### config.mk
export PLATFORM = sky130hd
export DESIGN_NAME = cfg_chain_top
export DESIGN_NICKNAME = d
export VERILOG_FILES = /design/src/rtl/cfg_chain_pkg.sv /design/src/rtl/cfg_chain_top.sv /design/src/rtl/config_node.sv /design/src/rtl/cfg_frame_sender.sv
export VERILOG_INCLUDE_DIRS = /design/src /design/src/include
export SDC_FILE = /design/constraint.sdc
export NUM_CORES = 1
export LEC_CHECK = 0
export BUFFER_PORTS_ARGS = -buffer_cell sky130_fd_sc_hd__buf_2
export CAP_MARGIN = 10
export CORE_MARGIN = 5
export CORE_UTILIZATION = 32
export CTS_BUF_LIST = sky130_fd_sc_hd__clkbuf_16
export CTS_CLUSTER_SIZE = 8
export DETAILED_ROUTE_END_ITERATION = 6
export PLACE_DENSITY = 0.58
export SLEW_MARGIN = 10
export SYNTH_ARGS = -nofsm -noshare
export SYNTH_HDL_FRONTEND = slang
export SYNTH_SLANG_ARGS = --single-unit
### constraint.sdc
create_clock -name clk_i -period 2.4 [get_ports clk_i]
set_input_delay 0.48 -clock clk_i [delete_from_list [all_inputs] [get_ports clk_i]]
set_output_delay 0.48 -clock clk_i [all_outputs]
set_load 0.05 [all_outputs]
### src/include/cfg_chain_config.svh
`ifndef CFG_CHAIN_CONFIG_SVH
`define CFG_CHAIN_CONFIG_SVH

// Frame fields, sent LSB first: start bit, length, ID, data
`define CFG_ID_WIDTH    4
`define CFG_LEN_WIDTH   5
`define CFG_DATA_WIDTH  16   // Largest node register
`define CFG_FRAME_WIDTH (1 + `CFG_LEN_WIDTH + `CFG_ID_WIDTH + `CFG_DATA_WIDTH)

`define CFG_COUNT_WIDTH 8    // Update counter, wraps

// Broadcast reset frame ID, no node may use it
`define CFG_RESET_ID    ({`CFG_ID_WIDTH{1'b1}})

// Node IDs
`define CFG_NODE0_ID    1
`define CFG_NODE1_ID    2
`define CFG_NODE2_ID    5

// Register widths, must match the length field of a frame
`define CFG_NODE0_BITS  8
`define CFG_NODE1_BITS  16
`define CFG_NODE2_BITS  4

// Register values after reset or a reset frame
`define CFG_NODE0_DEFAULT 8'ha5
`define CFG_NODE1_DEFAULT 16'h1234
`define CFG_NODE2_DEFAULT 4'h9

`endif
### src/rtl/cfg_chain_pkg.sv
`default_nettype none

`include "cfg_chain_config.svh"

package cfg_chain_pkg;

  typedef logic [`CFG_ID_WIDTH-1:0]    cfg_id_t;     // Node ID field
  typedef logic [`CFG_LEN_WIDTH-1:0]   cfg_len_t;    // Length field
  typedef logic [`CFG_DATA_WIDTH-1:0]  cfg_data_t;   // Full data field
  typedef logic [`CFG_COUNT_WIDTH-1:0] cfg_count_t;  // Per node update count

  // Sender FSM
  typedef enum logic [1:0] {
    IDLE,  // Line high, waiting for send_i
    SEND,  // Frame bits on the line
    GAP    // Trailing ones before the next frame
  } sender_state_t;

endpackage

`default_nettype wire

### src/rtl/cfg_chain_top.sv
`default_nettype none

`include "cfg_chain_config.svh"

module cfg_chain_top (
  input  wire                          clk_i,
  input  wire                          reset,
  input  wire                          send_i,
  input  wire cfg_chain_pkg::cfg_id_t      send_id_i,
  input  wire cfg_chain_pkg::cfg_len_t     send_len_i,
  input  wire cfg_chain_pkg::cfg_data_t    send_data_i,
  output logic                         busy_o,
  output logic [`CFG_NODE0_BITS-1:0]   config0_o,
  output logic [`CFG_NODE1_BITS-1:0]   config1_o,
  output logic [`CFG_NODE2_BITS-1:0]   config2_o,
  output cfg_chain_pkg::cfg_count_t    count0_o,
  output cfg_chain_pkg::cfg_count_t    count1_o,
  output cfg_chain_pkg::cfg_count_t    count2_o
);

  logic cfg_bit;  // Shared serial line, high when idle

  cfg_frame_sender cfg_frame_sender_inst (
    .clk_i  (clk_i),
    .reset  (reset),
    .send_i (send_i),
    .id_i   (send_id_i),
    .len_i  (send_len_i),
    .data_i (send_data_i),
    .bit_o  (cfg_bit),
    .busy_o (busy_o)
  );

  config_node #(
    .id_p          (`CFG_NODE0_ID),
    .config_bits_p (`CFG_NODE0_BITS),
    .default_p     (`CFG_NODE0_DEFAULT)
  ) config_node0_inst (
    .clk_i    (clk_i),
    .reset    (reset),
    .bit_i    (cfg_bit),
    .config_o (config0_o),
    .count_o  (count0_o)
  );

  config_node #(
    .id_p          (`CFG_NODE1_ID),
    .config_bits_p (`CFG_NODE1_BITS),
    .default_p     (`CFG_NODE1_DEFAULT)
  ) config_node1_inst (
    .clk_i    (clk_i),
    .reset    (reset),
    .bit_i    (cfg_bit),
    .config_o (config1_o),
    .count_o  (count1_o)
  );

  config_node #(
    .id_p          (`CFG_NODE2_ID),
    .config_bits_p (`CFG_NODE2_BITS),
    .default_p     (`CFG_NODE2_DEFAULT)
  ) config_node2_inst (
    .clk_i    (clk_i),
    .reset    (reset),
    .bit_i    (cfg_bit),
    .config_o (config2_o),
    .count_o  (count2_o)
  );

endmodule

`default_nettype wire

### src/rtl/config_node.sv
`default_nettype none

`include "cfg_chain_config.svh"

module config_node #(
  parameter cfg_chain_pkg::cfg_id_t     id_p          = '0,
  parameter int                         config_bits_p = 8,
  parameter logic [config_bits_p-1:0]   default_p     = '0
) (
  input  wire                        clk_i,
  input  wire                        reset,
  input  wire                        bit_i,
  output logic [config_bits_p-1:0]   config_o,
  output cfg_chain_pkg::cfg_count_t  count_o
);

  localparam int frame_width_lp   = `CFG_FRAME_WIDTH;
  localparam int len_lsb_lp       = 1;
  localparam int id_lsb_lp        = len_lsb_lp + `CFG_LEN_WIDTH;
  localparam int data_lsb_lp      = id_lsb_lp + `CFG_ID_WIDTH;
  localparam int holdoff_width_lp = $clog2(frame_width_lp);
  localparam logic [holdoff_width_lp-1:0] holdoff_init_lp =
    holdoff_width_lp'(frame_width_lp - 1);

  logic [frame_width_lp-1:0]   shift_r;    // Last frame's worth of line bits
  logic [holdoff_width_lp-1:0] holdoff_r;  // Cycles left to ignore the line
  logic [config_bits_p-1:0]    config_r;
  cfg_chain_pkg::cfg_count_t   count_r;

  cfg_chain_pkg::cfg_len_t     frame_len_w;
  cfg_chain_pkg::cfg_id_t      frame_id_w;
  cfg_chain_pkg::cfg_data_t    frame_data_w;
  logic                        start_w;
  logic                        reset_frame_w;
  logic                        match_w;

  // Field view of the shift register once the start bit sits at bit 0
  assign frame_len_w  = shift_r[len_lsb_lp +: `CFG_LEN_WIDTH];
  assign frame_id_w   = shift_r[id_lsb_lp +: `CFG_ID_WIDTH];
  assign frame_data_w = shift_r[data_lsb_lp +: `CFG_DATA_WIDTH];

  assign start_w       = !shift_r[0] && (holdoff_r == '0);
  assign reset_frame_w = start_w && (frame_id_w == cfg_chain_pkg::cfg_id_t'(`CFG_RESET_ID));
  assign match_w       = start_w && (frame_id_w == id_p)
                       && (frame_len_w == cfg_chain_pkg::cfg_len_t'(config_bits_p));

  // New bits enter at the top and walk down to bit 0
  always_ff @(posedge clk_i) begin
    if (reset) begin
      shift_r <= '1;  // Looks like an idle line
    end else begin
      shift_r <= {bit_i, shift_r[frame_width_lp-1:1]};
    end
  end

  // Holdoff keeps zeros inside the data from reading as a start bit
  always_ff @(posedge clk_i) begin
    if (reset) begin
      holdoff_r <= '0;
    end else if (start_w) begin
      holdoff_r <= holdoff_init_lp;
    end else if (holdoff_r != '0) begin
      holdoff_r <= holdoff_r - 1'b1;
    end
  end

  always_ff @(posedge clk_i) begin
    if (reset) begin
      config_r <= default_p;
      count_r  <= '0;
    end else if (reset_frame_w) begin
      config_r <= default_p;  // Broadcast reset frame
      count_r  <= '0;
    end else if (match_w) begin
      config_r <= frame_data_w[config_bits_p-1:0];
      count_r  <= count_r + 1'b1;  // Wraps
    end
  end

  assign config_o = config_r;
  assign count_o  = count_r;

  // After a start the rest of the frame is never taken as another start
  holdoff_blocks_start_a : assert property (
    @(posedge clk_i) disable iff (reset)
    start_w |=> (!start_w) [*(frame_width_lp - 1)]
  );

  // Register only moves on a decoded frame or a reset
  config_change_a : assert property (
    @(posedge clk_i) disable iff (reset)
    $changed(config_r) |-> ($past(start_w) || $past(reset))
  );

endmodule

`default_nettype wire

### src/rtl/cfg_frame_sender.sv
`default_nettype none

`include "cfg_chain_config.svh"

module cfg_frame_sender (
  input  wire                       clk_i,
  input  wire                       reset,
  input  wire                       send_i,
  input  wire cfg_chain_pkg::cfg_id_t   id_i,
  input  wire cfg_chain_pkg::cfg_len_t  len_i,
  input  wire cfg_chain_pkg::cfg_data_t data_i,
  output logic                      bit_o,
  output logic                      busy_o
);

  localparam int frame_width_lp = `CFG_FRAME_WIDTH;
  localparam int count_width_lp = $clog2(frame_width_lp);
  localparam logic [count_width_lp-1:0] last_bit_lp = count_width_lp'(frame_width_lp - 1);

  cfg_chain_pkg::sender_state_t state_r;
  logic [frame_width_lp-1:0]    frame_w;     // Frame as sent, bit 0 first
  logic [frame_width_lp-1:0]    shift_r;     // Bits still to go out
  logic [count_width_lp-1:0]    count_r;     // Bit index within SEND or GAP
  logic                         bit_r;
  logic                         accept_w;

  assign frame_w  = {data_i, id_i, len_i, 1'b0};  // Start bit is zero
  assign accept_w = send_i && (state_r == cfg_chain_pkg::IDLE);

  // State, bit counter and the registered line
  always_ff @(posedge clk_i) begin
    if (reset) begin
      state_r <= cfg_chain_pkg::IDLE;
      count_r <= '0;
      bit_r   <= 1'b1;
    end else begin
      case (state_r)
        cfg_chain_pkg::IDLE: begin
          bit_r <= 1'b1;
          if (send_i) begin
            state_r <= cfg_chain_pkg::SEND;
            count_r <= '0;
            bit_r   <= frame_w[0];  // Start bit goes out with busy
          end
        end
        cfg_chain_pkg::SEND: begin
          if (count_r == last_bit_lp) begin
            state_r <= cfg_chain_pkg::GAP;
            count_r <= '0;
            bit_r   <= 1'b1;
          end else begin
            count_r <= count_r + 1'b1;
            bit_r   <= shift_r[0];
          end
        end
        cfg_chain_pkg::GAP: begin
          bit_r <= 1'b1;  // Idle ones flush every node
          if (count_r == last_bit_lp) begin
            state_r <= cfg_chain_pkg::IDLE;
            count_r <= '0;
          end else begin
            count_r <= count_r + 1'b1;
          end
        end
        default: begin
          state_r <= cfg_chain_pkg::IDLE;
          count_r <= '0;
          bit_r   <= 1'b1;
        end
      endcase
    end
  end

  // Frame payload, shifted right with ones behind it
  always_ff @(posedge clk_i) begin
    if (accept_w) begin
      shift_r <= {1'b1, frame_w[frame_width_lp-1:1]};
    end else if (state_r == cfg_chain_pkg::SEND) begin
      shift_r <= {1'b1, shift_r[frame_width_lp-1:1]};
    end
  end

  assign bit_o  = bit_r;
  assign busy_o = (state_r != cfg_chain_pkg::IDLE);

  // The line is never low outside a frame
  idle_line_high_a : assert property (
    @(posedge clk_i) disable iff (reset)
    (state_r == cfg_chain_pkg::IDLE) |-> bit_o
  );

endmodule

`default_nettype wire

==> results_dict.tcl <==
set metrics [dict create \
    grt_setup_unrepaired "no" \
    multiInputGateArea_um2 2170 \
    fmax_mhz 474 \
    io_pins 81 \
    gp_congestion 0.788 \
    postLayoutCellArea_um2 6320 \
    p_leak_nw 2.75 \
    synth_area_um2 5090 \
    overflow 0 \
    worst-setup-path-type "flip-flop to flip-flop" \
    numPortBuffers 80 \
    antenna_found_initial 0 \
    total_power_mw 5.86 \
    cp-end-kind "flip-flop" \
    clkSlewWorstSetupHoldPaths_ns 0.06 \
    grt.busiest_layer "met2" \
    yosysUniqueCellTypes 43 \
    tns_ns 0 \
    final_util_pct 40.1 \
    antenna_left 0 \
    wl_per_cell_um 13.0 \
    fin_ws_ns 0.292 \
    root_buffer "clkbuf_16" \
    status "complete, no violations" \
    synth.avg_cell_area_um2 10.8 \
    ys_seq_area_share_pct 54.5 \
    grt_use_met3_pct 4.33 \
    drt_iter0_markers 186 \
    hold_viol_final 0 \
    yosys_warnings 0 \
    fin_cells 792 \
    dp_hpwl_mm 7.39 \
    final_cell_mix "101 x dfxtp_1, 80 x buf_2, 50 x nor2_1" \
    ctsResizeCount 0 \
    grt_pass1_wl_mm 17.3 \
    async_flop_share_pct 0 \
    ir_drop_v 0.000567 \
    hold_slack_ns 0.332 \
    layout.nets 604 \
    dp.cells 761 \
    tritoncts "built" \
    clk_latency_ns 0.41 \
    start_util_pct 32.3 \
    route.detailed.drc 0 \
    num_vias 3671 \
    ys_ff_latch 126 \
    fillCellCount 1583 \
    clockBufferDepth 2 \
    fp.dieW_um 136 \
    fp.dieH_um 136 \
    track_usage_pct 11.7 \
    finalClockSkew_ns 0.00490 \
    numCtsBuffers 17 \
    worstPathArrival_ns 2.45 \
    hp-class "primary input to flip-flop" \
    required_ns 2.74 \
    synth_flop_cell "dfxtp_1" \
    area_growth_pct 24.1 \
    syn-instance-count 472 \
    numClockSinks 126 \
    worst_pin_slew_ns 0.583 \
    cp-start-kind "flip-flop" \
    use_met2_pct 19.0 \
    via_per_inst 4.64 \
    final_common_cell "dfxtp_1" \
    synth_edf_count 25 \
    htree_num_levels 4 \
    power.density_nw_per_um2 928 \
    place_area_um2 5760 \
    worst-path-max-fanout 17 \
    finalCriticalPeriod_ns 2.11 \
    core.rowCount 46 \
    postCtsHoldBufs 0 \
    grt_max_degree 27 \
    core_area_um2 15800 \
    die_area_um2 18500 \
    cts_setup_buffers 0 \
    fin_crit_sh_pct 87.9 \
    post-place-ws_ns 0.289 \
    drive_above_1_share_pct 31.4 \
    maxCapViolCount 0 \
    regArea_um2 2770 \
    synth_fp_nets 512 \
    first_pass_iters 4 \
    relSlewSlack_pct 60.7 \
    num_antenna_cells 0 \
    setup_viol 0 \
    gr-usage-met1_pct 13.9 \
    wl_mm 10.3 \
    drv_slew 0 \
    grt_pass1_vias 3732 \
]
==> cell usage after synthesis, types with 8 or more instances <==
cell	count	area, µm²
nand2_1	26	97.6
o21ai_0	16	80.1
mux2i_1	29	290
nand3_1	8	40.0
nor2_1	50	188
a21oi_1	22	110
ha_1	12	150
mux2_2	24	270
inv_1	19	71.3
dfxtp_1	101	2020
or2_2	27	169
nor3_1	9	45.0
buf_2	10	50.1
edfxtp_1	25	751
or3_1	10	62.6
clkbuf_1	8	30.0
==> critical path, stage by stage (launching register included) <==
cell     delay, ns
dfxtp_1       0.30
inv_1         0.08
ha_1          0.22
nor4b_4       0.40
nand4_1       0.15
buf_4         0.22
or4_1         0.51
a21oi_1       0.15
==> final cells by class <==
type,count,area share (%)
inverters,19,1.13
clock buffers,17,6.74
flip-flops and latches,126,43.9
repair buffers,91,7.65
clock inverters,14,2.02
well taps,216,4.28
multi-input cells,309,34.3
==> logic make-up after synthesis <==
family | share of synthesized area, %
flops | 54.5
fa+ha+maj | 2.95
xor+xnor | 1.89
mux | 11.0
buf+inv | 2.97
simple gates | 19.3
compound gates | 7.40
==> layer usage <==
layer	vias to the layer above	wire, µm
li1	1843	-
met1	1736	4780
met2	78	4660
met3	14	672
met4	0	172
met5	-	0
==> sequential cells by signal, summed over array words and instances, names as in the netlist <==
| register | count |
|---|---|
| cfg_frame_sender_inst.bit_o | 1 |
| cfg_frame_sender_inst.count_r | 5 |
| cfg_frame_sender_inst.shift_r | 25 |
| cfg_frame_sender_inst.state_r | 2 |
| config_node0_inst.config_o | 8 |
| config_node0_inst.count_o | 8 |
| config_node0_inst.holdoff_r | 5 |
| config_node1_inst.config_o | 16 |
| config_node1_inst.count_o | 8 |
| config_node1_inst.holdoff_r | 5 |
| config_node2_inst.config_o | 4 |
| config_node2_inst.count_o | 8 |
| config_node2_inst.holdoff_r | 5 |
| config_node2_inst.shift_r | 26 |
==> path summary, 6_finish.rpt <==
check	slack [ns]	cells past startpoint	endpoint	startpoint
max	0.29	7	config_node1_inst.count_o[5]	config_node1_inst.holdoff_r[0]
min	0.33	2	cfg_frame_sender_inst.shift_r[24]	send_data_i[15]
max reg2reg	0.29	7	config_node1_inst.count_o[5]	config_node1_inst.holdoff_r[0]
min reg2reg	0.41	1	config_node2_inst.shift_r[25]	cfg_frame_sender_inst.bit_o
==> power by group <==
part | switching [mW] | leakage, nW | internal, mW
combinational | 0.474 | 1.40 | 0.449
clock | 0.898 | 0.283 | 1.50
sequential | 0.139 | 1.06 | 2.40
total | 1.51 | 2.75 | 4.35
Note: power is estimated with default switching activity, not from simulation.
